`config.mk`:
```
export PLATFORM = sky130hd
export DESIGN_NAME = buck_pre_modulation_processor
export DESIGN_NICKNAME = d
export VERILOG_FILES = /design/src/pmp_stream_pkg.sv /design/src/pmp_regmap_pkg.sv /design/src/reg_write_if.sv /design/src/phase_shift_calc.sv /design/src/phase_shedder.sv /design/src/pwm_setup_sequencer.sv /design/src/modulation_writer.sv /design/src/write_arbiter.sv /design/src/buck_pre_modulation_processor.sv
export SDC_FILE = /design/constraint.sdc
export NUM_CORES = 1
export LEC_CHECK = 0
export ABC_AREA = 1
export BUFFER_PORTS_ARGS = -buffer_cell sky130_fd_sc_hd__buf_2
export CAP_MARGIN = 5
export CORE_ASPECT_RATIO = 2
export CORE_UTILIZATION = 45
export DETAILED_ROUTE_END_ITERATION = 10
export GPL_TIMING_DRIVEN = 0
export PLACE_DENSITY_LB_ADDON = 0.25
export SLEW_MARGIN = 40
export SYNTH_ARGS = -nofsm -noshare
export SYNTH_HDL_FRONTEND = slang
export SYNTH_SLANG_ARGS = --single-unit
export TNS_END_PERCENT = 30
```
`constraint.sdc`:
```
create_clock -name clock -period 13.5 [get_ports clock]
set_input_delay 1.35 -clock clock [delete_from_list [all_inputs] [get_ports clock]]
set_output_delay 1.35 -clock clock [all_outputs]
set_load 0.005 [all_outputs]
```
`src/pmp_stream_pkg.sv`:
```
/*
 * Widths of the register write stream and of the modulation values
 */
`default_nettype none

package pmp_stream_pkg;

    // Write stream
    localparam int data_width = 32;
    localparam int addr_width = 32;

    // Period, duty, deadtime and phase shift values
    localparam int value_width = 16;

    // Active phase count, stored as count minus one
    localparam int count_width = 4;

endpackage

`default_nettype wire

```
`src/pmp_regmap_pkg.sv`:
```
/*
 * PWM generator register map: per-channel register offsets, channel stride
 * and the control words written to the control register
 */
`default_nettype none

package pmp_regmap_pkg;

    // Byte offsets of the registers inside one phase channel
    localparam logic [31:0] reg_period   = 32'h0000_0000;
    localparam logic [31:0] reg_duty     = 32'h0000_0004;
    localparam logic [31:0] reg_shift    = 32'h0000_0008;
    localparam logic [31:0] reg_deadtime = 32'h0000_000C;
    localparam logic [31:0] reg_control  = 32'h0000_0010;

    // Each phase channel occupies its own block of registers
    localparam logic [31:0] channel_stride = 32'h0000_0040;

    // Control register words
    localparam logic [31:0] ctrl_enable = 32'h0000_0001;
    localparam logic [31:0] ctrl_start  = 32'h0000_0003;
    localparam logic [31:0] ctrl_stop   = 32'h0000_0002;

endpackage

`default_nettype wire

```
`src/reg_write_if.sv`:
```
/*
 * Register write stream with valid/ready handshake and last framing
 */
`timescale 1ns/1ps
`default_nettype none

interface reg_write_if;

    logic [pmp_stream_pkg::data_width-1:0] data;
    logic [pmp_stream_pkg::addr_width-1:0] addr;
    logic last;
    logic valid;
    logic ready;

    modport source (output data, addr, last, valid, input ready);

    modport sink (input data, addr, last, valid, output ready);

endinterface

`default_nettype wire

```
`src/phase_shift_calc.sv`:
```
/*
 * Per-phase shift calculator built around one restoring divider
 */
`timescale 1ns/1ps
`default_nettype none

module phase_shift_calc #(
    parameter int n_phases = 4
) (
    input  wire logic clock,
    input  wire logic rst,
    input  wire logic [pmp_stream_pkg::value_width-1:0] period,
    input  wire logic [pmp_stream_pkg::count_width-1:0] n_active_phases,
    output logic [n_phases-1:0][pmp_stream_pkg::value_width-1:0] shifts,
    output logic shifts_ready
);

    localparam int value_width = pmp_stream_pkg::value_width;
    localparam int count_width = pmp_stream_pkg::count_width;
    localparam int num_width = value_width + count_width;
    localparam int div_width = count_width + 1;
    localparam int cnt_width = $clog2(num_width);

    logic [value_width-1:0] last_period;
    logic [count_width-1:0] last_count;
    logic [count_width-1:0] idx;
    logic in_div;
    logic computed;
    logic changed;
    logic [cnt_width-1:0] bit_cnt;
    logic [num_width-1:0] num;
    logic [num_width-1:0] num_next;
    logic [div_width-1:0] rem;
    logic [div_width-1:0] rem_next;
    logic [div_width:0] rem_shift;
    logic [div_width-1:0] divisor;

    assign changed = (period != last_period) || (n_active_phases != last_count);
    assign shifts_ready = computed && !changed;
    assign divisor = {1'b0, last_count} + div_width'(1);

    // One restoring step: the quotient bit shifts into the low end of num
    always_comb begin
        rem_shift = {rem, num[num_width-1]};
        if (rem_shift >= {1'b0, divisor}) begin
            rem_next = div_width'(rem_shift - {1'b0, divisor});
            num_next = {num[num_width-2:0], 1'b1};
        end else begin
            rem_next = rem_shift[div_width-1:0];
            num_next = {num[num_width-2:0], 1'b0};
        end
    end

    always_ff @(posedge clock) begin
        if (rst) begin
            last_period <= '0;
            last_count <= '0;
            idx <= '0;
            in_div <= 1'b0;
            computed <= 1'b0;
        end else if (changed) begin
            // Restart from phase 0 whenever an input moves
            last_period <= period;
            last_count <= n_active_phases;
            idx <= '0;
            in_div <= 1'b0;
            computed <= 1'b0;
        end else if (!computed && (!in_div || bit_cnt == '0)) begin
            in_div <= 1'b0;
            if (in_div) begin
                shifts[idx] <= num_next[value_width-1:0];
            end else if (idx == '0 || idx > last_count) begin
                shifts[idx] <= '0;
            end
            if (!in_div && idx != '0 && idx <= last_count) begin
                // Phase 0 and shed phases skip the divider
                num <= num_width'(last_period) * num_width'(idx);
                rem <= '0;
                bit_cnt <= cnt_width'(num_width - 1);
                in_div <= 1'b1;
            end else if (idx == count_width'(n_phases - 1)) begin
                computed <= 1'b1;
            end else begin
                idx <= idx + 1'b1;
            end
        end else if (!computed) begin
            num <= num_next;
            rem <= rem_next;
            bit_cnt <= bit_cnt - 1'b1;
        end
    end

endmodule

`default_nettype wire

```
`src/phase_shedder.sv`:
```
/*
 * Registered duty stage that zeroes the duty of inactive phases
 */
`timescale 1ns/1ps
`default_nettype none

module phase_shedder #(
    parameter int n_phases = 4
) (
    input  wire logic clock,
    input  wire logic rst,
    input  wire logic [n_phases-1:0][pmp_stream_pkg::value_width-1:0] duty,
    input  wire logic [pmp_stream_pkg::count_width-1:0] n_active_phases,
    output logic [n_phases-1:0][pmp_stream_pkg::value_width-1:0] duty_active
);

    // Phases above the active count are shed at light load
    always_ff @(posedge clock) begin
        if (rst) begin
            duty_active <= '0;
        end else begin
            for (int k = 0; k < n_phases; k++) begin
                if (k <= n_active_phases) begin
                    duty_active[k] <= duty[k];
                end else begin
                    duty_active[k] <= '0;
                end
            end
        end
    end

endmodule

`default_nettype wire

```
`src/pwm_setup_sequencer.sv`:
```
/*
 * Configure, start and stop write sequences for the PWM generator channels
 */
`timescale 1ns/1ps
`default_nettype none

module pwm_setup_sequencer #(
    parameter logic [pmp_stream_pkg::addr_width-1:0] pwm_base_addr = '0,
    parameter int n_phases = 4
) (
    input  wire logic clock,
    input  wire logic rst,
    input  wire logic configure,
    input  wire logic start,
    input  wire logic stop,
    input  wire logic [pmp_stream_pkg::value_width-1:0] deadtime,
    output logic done,
    output logic config_done,
    reg_write_if.source setup_write
);

    localparam int addr_width = pmp_stream_pkg::addr_width;
    localparam int data_width = pmp_stream_pkg::data_width;
    localparam int beat_width = $clog2(2 * n_phases);

    typedef enum logic [1:0] {s_idle, s_config, s_start, s_stop} seq_state_t;

    seq_state_t state;
    logic [beat_width-1:0] beat;
    logic [beat_width-1:0] last_beat;
    logic [addr_width-1:0] channel;
    logic [addr_width-1:0] offset;
    logic [pmp_stream_pkg::value_width-1:0] deadtime_q;
    logic fire;

    // Configure walks deadtime then enable for each channel
    always_comb begin
        if (state == s_config) begin
            channel = addr_width'(beat >> 1);
            offset = beat[0] ? pmp_regmap_pkg::reg_control : pmp_regmap_pkg::reg_deadtime;
            setup_write.data = beat[0] ? pmp_regmap_pkg::ctrl_enable : data_width'(deadtime_q);
            last_beat = beat_width'(2 * n_phases - 1);
        end else begin
            channel = addr_width'(beat);
            offset = pmp_regmap_pkg::reg_control;
            if (state == s_start) begin
                setup_write.data = pmp_regmap_pkg::ctrl_start;
            end else begin
                setup_write.data = pmp_regmap_pkg::ctrl_stop;
            end
            last_beat = beat_width'(n_phases - 1);
        end
    end

    assign setup_write.addr = pwm_base_addr + channel * pmp_regmap_pkg::channel_stride + offset;
    assign setup_write.valid = (state != s_idle);
    assign setup_write.last = (beat == last_beat);
    assign fire = setup_write.valid && setup_write.ready;

    always_ff @(posedge clock) begin
        if (state == s_idle && configure) begin
            deadtime_q <= deadtime;
        end
    end

    always_ff @(posedge clock) begin
        if (rst) begin
            state <= s_idle;
            beat <= '0;
            done <= 1'b0;
            config_done <= 1'b0;
        end else begin
            done <= 1'b0;
            if (state == s_idle) begin
                beat <= '0;
                if (configure) begin
                    state <= s_config;
                end else if (start) begin
                    state <= s_start;
                end else if (stop) begin
                    state <= s_stop;
                end
            end else if (fire && setup_write.last) begin
                state <= s_idle;
                if (state == s_config) begin
                    done <= 1'b1;
                    config_done <= 1'b1;
                end
            end else if (fire) begin
                beat <= beat + 1'b1;
            end
        end
    end

endmodule

`default_nettype wire

```
`src/modulation_writer.sv`:
```
/*
 * Modulator run state and the period, duty and shift update bursts
 */
`timescale 1ns/1ps
`default_nettype none

module modulation_writer #(
    parameter logic [pmp_stream_pkg::addr_width-1:0] pwm_base_addr = '0,
    parameter int n_phases = 4
) (
    input  wire logic clock,
    input  wire logic rst,
    input  wire logic start,
    input  wire logic stop,
    input  wire logic config_done,
    input  wire logic [n_phases-1:0] update,
    input  wire logic [pmp_stream_pkg::value_width-1:0] period,
    input  wire logic [n_phases-1:0][pmp_stream_pkg::value_width-1:0] duty_active,
    input  wire logic [n_phases-1:0][pmp_stream_pkg::value_width-1:0] shifts,
    input  wire logic shifts_ready,
    input  wire logic setup_last_done,
    output logic modulator_status,
    reg_write_if.source operating_write
);

    localparam int addr_width = pmp_stream_pkg::addr_width;
    localparam int data_width = pmp_stream_pkg::data_width;
    localparam int count_width = pmp_stream_pkg::count_width;

    typedef enum logic [2:0] {w_idle, w_wait, w_period, w_duty, w_shift} wr_state_t;

    wr_state_t state;
    logic [n_phases-1:0] mask;
    logic [n_phases-1:0] rest_mask;
    logic [count_width-1:0] phase;
    logic [pmp_stream_pkg::value_width-1:0] period_q;
    logic [n_phases-1:0][pmp_stream_pkg::value_width-1:0] duty_q;
    logic [n_phases-1:0][pmp_stream_pkg::value_width-1:0] shift_q;
    logic [addr_width-1:0] channel;
    logic [addr_width-1:0] offset;
    logic start_pending;
    logic stop_pending;
    logic fire;

    // Lowest set bit of the remaining mask is the phase being written
    always_comb begin
        phase = '0;
        for (int k = n_phases - 1; k >= 0; k--) begin
            if (mask[k]) begin
                phase = count_width'(k);
            end
        end
    end

    assign rest_mask = mask & (mask - 1'b1);

    always_comb begin
        channel = addr_width'(phase);
        case (state)
            w_duty: begin
                offset = pmp_regmap_pkg::reg_duty;
                operating_write.data = data_width'(duty_q[phase]);
            end
            w_shift: begin
                offset = pmp_regmap_pkg::reg_shift;
                operating_write.data = data_width'(shift_q[phase]);
            end
            default: begin
                // The period is shared and goes to channel 0
                channel = '0;
                offset = pmp_regmap_pkg::reg_period;
                operating_write.data = data_width'(period_q);
            end
        endcase
    end

    assign operating_write.addr = pwm_base_addr + channel * pmp_regmap_pkg::channel_stride
        + offset;
    assign operating_write.valid = (state == w_period) || (state == w_duty) || (state == w_shift);
    assign operating_write.last = (state == w_shift) && (rest_mask == '0);
    assign fire = operating_write.valid && operating_write.ready;

    // Snapshot the burst payload so a stalled beat stays stable
    always_ff @(posedge clock) begin
        if (state == w_wait && shifts_ready) begin
            period_q <= period;
            duty_q <= duty_active;
            shift_q <= shifts;
        end
    end

    always_ff @(posedge clock) begin
        if (rst) begin
            state <= w_idle;
            mask <= '0;
            modulator_status <= 1'b0;
            start_pending <= 1'b0;
            stop_pending <= 1'b0;
        end else begin
            // Status follows the completion of a start or stop burst
            if (setup_last_done) begin
                if (start_pending && config_done) begin
                    modulator_status <= 1'b1;
                end
                if (stop_pending) begin
                    modulator_status <= 1'b0;
                end
                start_pending <= 1'b0;
                stop_pending <= 1'b0;
            end else if (!start_pending && !stop_pending) begin
                start_pending <= start;
                stop_pending <= stop && !start;
            end

            case (state)
                w_idle: begin
                    if (modulator_status && update != '0) begin
                        mask <= update;
                        state <= w_wait;
                    end
                end
                w_wait: if (shifts_ready) state <= w_period;
                w_period: if (fire) state <= w_duty;
                w_duty: if (fire) state <= w_shift;
                default: begin
                    if (fire) begin
                        mask <= rest_mask;
                        state <= (rest_mask == '0) ? w_idle : w_duty;
                    end
                end
            endcase
        end
    end

endmodule

`default_nettype wire

```
`src/write_arbiter.sv`:
```
/*
 * Burst-locked arbiter merging the setup and operating write streams
 */
`timescale 1ns/1ps
`default_nettype none

module write_arbiter (
    input  wire logic clock,
    input  wire logic rst,
    reg_write_if.sink setup_write,
    reg_write_if.sink operating_write,
    output logic [pmp_stream_pkg::data_width-1:0] write_data,
    output logic [pmp_stream_pkg::addr_width-1:0] write_addr,
    output logic write_last,
    output logic write_valid,
    input  wire logic write_ready
);

    logic locked;
    logic owner_op;
    logic sel_op;

    // Between bursts the operating stream has priority
    assign sel_op = locked ? owner_op : operating_write.valid;

    always_comb begin
        if (sel_op) begin
            write_data = operating_write.data;
            write_addr = operating_write.addr;
            write_last = operating_write.last;
            write_valid = operating_write.valid;
        end else begin
            write_data = setup_write.data;
            write_addr = setup_write.addr;
            write_last = setup_write.last;
            write_valid = setup_write.valid;
        end
    end

    assign operating_write.ready = write_ready && sel_op;
    assign setup_write.ready = write_ready && !sel_op;

    // Hold the grant from the first offered beat until the last one transfers
    always_ff @(posedge clock) begin
        if (rst) begin
            locked <= 1'b0;
            owner_op <= 1'b0;
        end else if (write_valid) begin
            locked <= !(write_ready && write_last);
            owner_op <= sel_op;
        end
    end

endmodule

`default_nettype wire

```
`src/buck_pre_modulation_processor.sv`:
```
/*
 * Multiphase buck pre-modulation processor top level
 */
`timescale 1ns/1ps
`default_nettype none

module buck_pre_modulation_processor #(
    parameter logic [pmp_stream_pkg::addr_width-1:0] pwm_base_addr = '0,
    parameter int n_phases = 4
) (
    input  wire logic clock,
    input  wire logic rst,
    input  wire logic configure,
    input  wire logic start,
    input  wire logic stop,
    input  wire logic [n_phases-1:0] update,
    input  wire logic [pmp_stream_pkg::value_width-1:0] period,
    input  wire logic [n_phases-1:0][pmp_stream_pkg::value_width-1:0] duty,
    input  wire logic [pmp_stream_pkg::value_width-1:0] deadtime,
    input  wire logic [pmp_stream_pkg::count_width-1:0] n_active_phases,
    output logic done,
    output logic modulator_status,
    output logic [pmp_stream_pkg::data_width-1:0] write_data,
    output logic [pmp_stream_pkg::addr_width-1:0] write_addr,
    output logic write_last,
    output logic write_valid,
    input  wire logic write_ready
);

    logic [n_phases-1:0][pmp_stream_pkg::value_width-1:0] shifts;
    logic [n_phases-1:0][pmp_stream_pkg::value_width-1:0] duty_active;
    logic shifts_ready;
    logic config_done;
    logic setup_last_done;

    reg_write_if setup_write ();
    reg_write_if operating_write ();

    // Completion of a setup burst, used to track the run state
    assign setup_last_done = setup_write.valid && setup_write.ready && setup_write.last;

    phase_shift_calc #(.n_phases(n_phases)) shift_calc_i (
        .clock(clock), .rst(rst), .period(period), .n_active_phases(n_active_phases),
        .shifts(shifts), .shifts_ready(shifts_ready)
    );

    phase_shedder #(.n_phases(n_phases)) shedder_i (
        .clock(clock), .rst(rst), .duty(duty), .n_active_phases(n_active_phases),
        .duty_active(duty_active)
    );

    pwm_setup_sequencer #(.pwm_base_addr(pwm_base_addr), .n_phases(n_phases)) setup_i (
        .clock(clock), .rst(rst), .configure(configure), .start(start), .stop(stop),
        .deadtime(deadtime), .done(done), .config_done(config_done),
        .setup_write(setup_write.source)
    );

    modulation_writer #(.pwm_base_addr(pwm_base_addr), .n_phases(n_phases)) writer_i (
        .clock(clock), .rst(rst), .start(start), .stop(stop), .config_done(config_done),
        .update(update), .period(period), .duty_active(duty_active), .shifts(shifts),
        .shifts_ready(shifts_ready), .setup_last_done(setup_last_done),
        .modulator_status(modulator_status), .operating_write(operating_write.source)
    );

    write_arbiter arbiter_i (
        .clock(clock), .rst(rst),
        .setup_write(setup_write.sink), .operating_write(operating_write.sink),
        .write_data(write_data), .write_addr(write_addr), .write_last(write_last),
        .write_valid(write_valid), .write_ready(write_ready)
    );

endmodule

`default_nettype wire

```
==> metrics.md <==
| Metric | Value |
|---|---|
| Sequential cell area | `0.009809 mm2` |
| Post-CTS Hold Buffers | `0` |
| Mapped cell area | `0.01710 mm2` |
| Relative slew slack | `45.44%` |
| Synth Instances | `between 1500 and 2000` |
| Post-synth cell types | `47` |
| Leak | `9.156 nW` |
| Avg Vias per Cell | `5.048` |
| Skew final | `0.01572 ns` |
| DR vias | `~13000` |
| Initial DRC count | `710` |
| Rows | `100` |
| Placer congestion estimate | `0.9158` |
| Die H | `277.7 um` |
| Fill count | `3459` |
| Post-CTS setup buffer count | `0` |
| Post-synth top area share | `44.61%` |
| CP Launch Type | `register` |
| Ys async rst share | `0%` |
| First-pass GRT wire length | `71810 um` |
| Slew @ Worst Pin | `about 0.82 ns` |
| Synth Register Bits | `363` |
| Synth top area cells | `edfxtp_1 (45%), dfxtp_1 (13%), nand2_1 (9.7%)` |
| RSZ-0062 raised after global routing | `false` |
| Post-synth top flop | `edfxtp_1` |
| Tmin final | `4.706 ns` |
| Fmax | `0.2125 GHz` |
| Tcrit/Tclk final | `34.86%` |
| Die W | `139.8 um` |
| Final-stage net count | `2251` |
| TritonCTS clock tree | `done` |
| # DRC | `0` |
| Tightest Hold Check Type | `register to register` |
| Port bufs | `roughly 130` |
| Core area | `0.03729 mm2` |
| Synth area leader | `edfxtp_1` |
| WL final | `approximately 47000 um` |
| DRT Pass-1 Iters | `5` |
| Total GRT Usage | `24.51%` |
| Final Power | `2.743 mW` |
| Post-synth EDFFs | `254` |
| Mean Syn Cell Area | `~9.3 um2` |
| Area added between synthesis and finish | `15.44%` |
| Initial core utilization | `45.85%` |
| PnR worst setup slack | `8.794 ns` |
| Fin. Hold Viols | `0` |
| Worst setup path class | `register to output pin` |
| Seq/Total Area, Yosys | `57.38%` |
| Max clock buf depth | `3` |
| Number of gates resized after cts | `0` |
| Area of the multi-input gates | `0.005887 mm2` |
| Clock Sinks | `approximately 360` |
| Root buf cell | `clkbuf_16` |
| Crit-path max FO | `10` |
| Post-Route Utilization | `52.93%` |
| Post-route cell area | `a little under 0.02 mm2` |
| Critical path required time | `12.15 ns` |
| Total grt overflow | `0` |
| Most frequent cells in the layout | `nand2_1 (444), inv_1 (273), edfxtp_1 (254)` |
| Number of max-cap violations | `0` |
| Inserted Clock Buffers | `31` |
| # setup viols final | `0` |
| DRT antenna net count | `0` |
| Skew-Pair Late Insertion Delay | `0.58 ns` |
| Placed Area | `0.01872 mm2` |
| Worst hold margin | `between 0.4 and 0.5 ns` |
| Pin count of the biggest net entering global routing | `17` |
| WL/cell | `roughly 18 um` |
| Reg clk slew, reported paths | `roughly 0.07 ns` |
| PD cells | `139.0 mW/mm2` |
| Max-slew violations | `0` |
| Vias in the first global route | `13350` |
| Outcome | `completed` |
| Crit. End Element | `output pin` |
| Pre-CTS setup slack | `~8.5 ns` |
| IO Pins | `178` |
| Yosys warns | `0` |
| Initial antenna violation count | `2` |
| Arrival time of the worst setup path | `3.36 ns` |
| Fraction of layout cells with a size suffix above 1 | `14.22%` |
| Worst vdd ir | `0.1162 mV` |
| DP Wirelength | `around 37000 um` |
| Total die area | `0.03882 mm2` |
| Most common cell after layout, fill and taps aside | `nand2_1` |
| H-tree lvl count | `1` |
-- Yosys cell counts (4+ instances only) --
master	number
nand2_1	444
inv_1	273
edfxtp_1	254
nor2_1	194
a21oi_1	127
dfxtp_1	109
nand3_1	88
o21ai_0	74
buf_4	43
ha_1	41
clkbuf_1	39
fa_1	29
buf_2	11
o21bai_1	10
nor3_1	9
o22ai_1	9
xnor2_1	9
xor2_1	9
nand4_1	7
inv_2	6
nor2_2	5
o21ai_1	5
o211ai_1	4
or2_2	4
-- area by class of cell --
cell class                      count  share of cell area, %
Clock buffer                       42                  4.292
Inverter                          282                  5.363
Multi-Input combinational cell   1137                  29.83
Clock inverter                     16                 0.7924
Antenna cell                        2                0.02536
Timing Repair Buffer              159                  4.273
Sequential cell                   363                  49.70
Tap cell                          459                  2.910
Buffer                             97                  2.815
-- worst max-delay path, cell delays in order, from the launching register on --
cell      delay (ns)
dfxtp_1         0.33
inv_1           0.07
o21bai_1        0.11
nand2_1         0.21
inv_2           0.24
clkbuf_1        0.49
o21ai_0         0.16
o22ai_1         0.60
nand2_1         0.13
nand3_1         0.10
nand2_1         0.10
nand2_1         0.10
buf_2           0.12
-- per-stage QoR --
stage	cells	setup TNS (ns)
2_1_floorplan	1879	0
3_3_place_gp	2472	-480.09
5_1_grt	2557	0
4_1_cts	2555	0
3_5_place_dp	2497	0
6_report	2557	0
-- metal layers --
metal / global-route usage, % / vias up / wire length, um
li1: - / 6289 / -
met1: 22.64 / 6115 / 15160
met2: 49.18 / 385 / 26450
met3: 2.348 / 119 / 1804
met4: 16.48 / 0 / 3237
met5: 0 / - / 0
-- where the power goes --
group	leakage (nW)	internal (mW)	switching [mW]
registers	3.32	1.21	0.0222
logic	5.35	0.183	0.437
clock network	0.492	0.483	0.408
total	9.16	1.88	0.867
-- path summary, 6_finish.rpt --
kind | startpoint | endpoint | slack (ns) | depth (start not counted)
setup reg to reg | shift_calc_i.idx[1] | shift_calc_i.num[14] | 8.87 | 16
hold reg to reg | shedder_i.duty_active[32] | writer_i.duty_q[32] | 0.40 | 0
hold / removal | shedder_i.duty_active[32] | writer_i.duty_q[32] | 0.40 | 0
setup / recovery | writer_i.mask[3] | write_data[0] | 8.79 | 12
-- sequential cells by signal, indices dropped and copies added (netlist names), 2 cells and up --
name and count:
shedder_i.duty_active 64, shift_calc_i.shifts 64, writer_i.duty_q 64, writer_i.shift_q 64, shift_calc_i.num 20, setup_i.deadtime_q 16, shift_calc_i.last_period 16, writer_i.period_q 16
shift_calc_i.bit_cnt 5, shift_calc_i.rem 5, shift_calc_i.idx 4, shift_calc_i.last_count 4, writer_i.mask 4, setup_i.beat 3, writer_i.state 3, setup_i.state 2
-- cell families after synthesis --
family	after synthesis	share of synthesized area (%)
and+or+nand+nor	765	18.25
buffers and inverters	379	9.434
DFF	363	57.38
AOI/OAI and AO/OA	242	7.597
adders and majority gates	70	6.396
xor gates and xnor gates	18	0.9222
other	1	0.02193
Note: power is estimated with default switching activity, not from simulation.
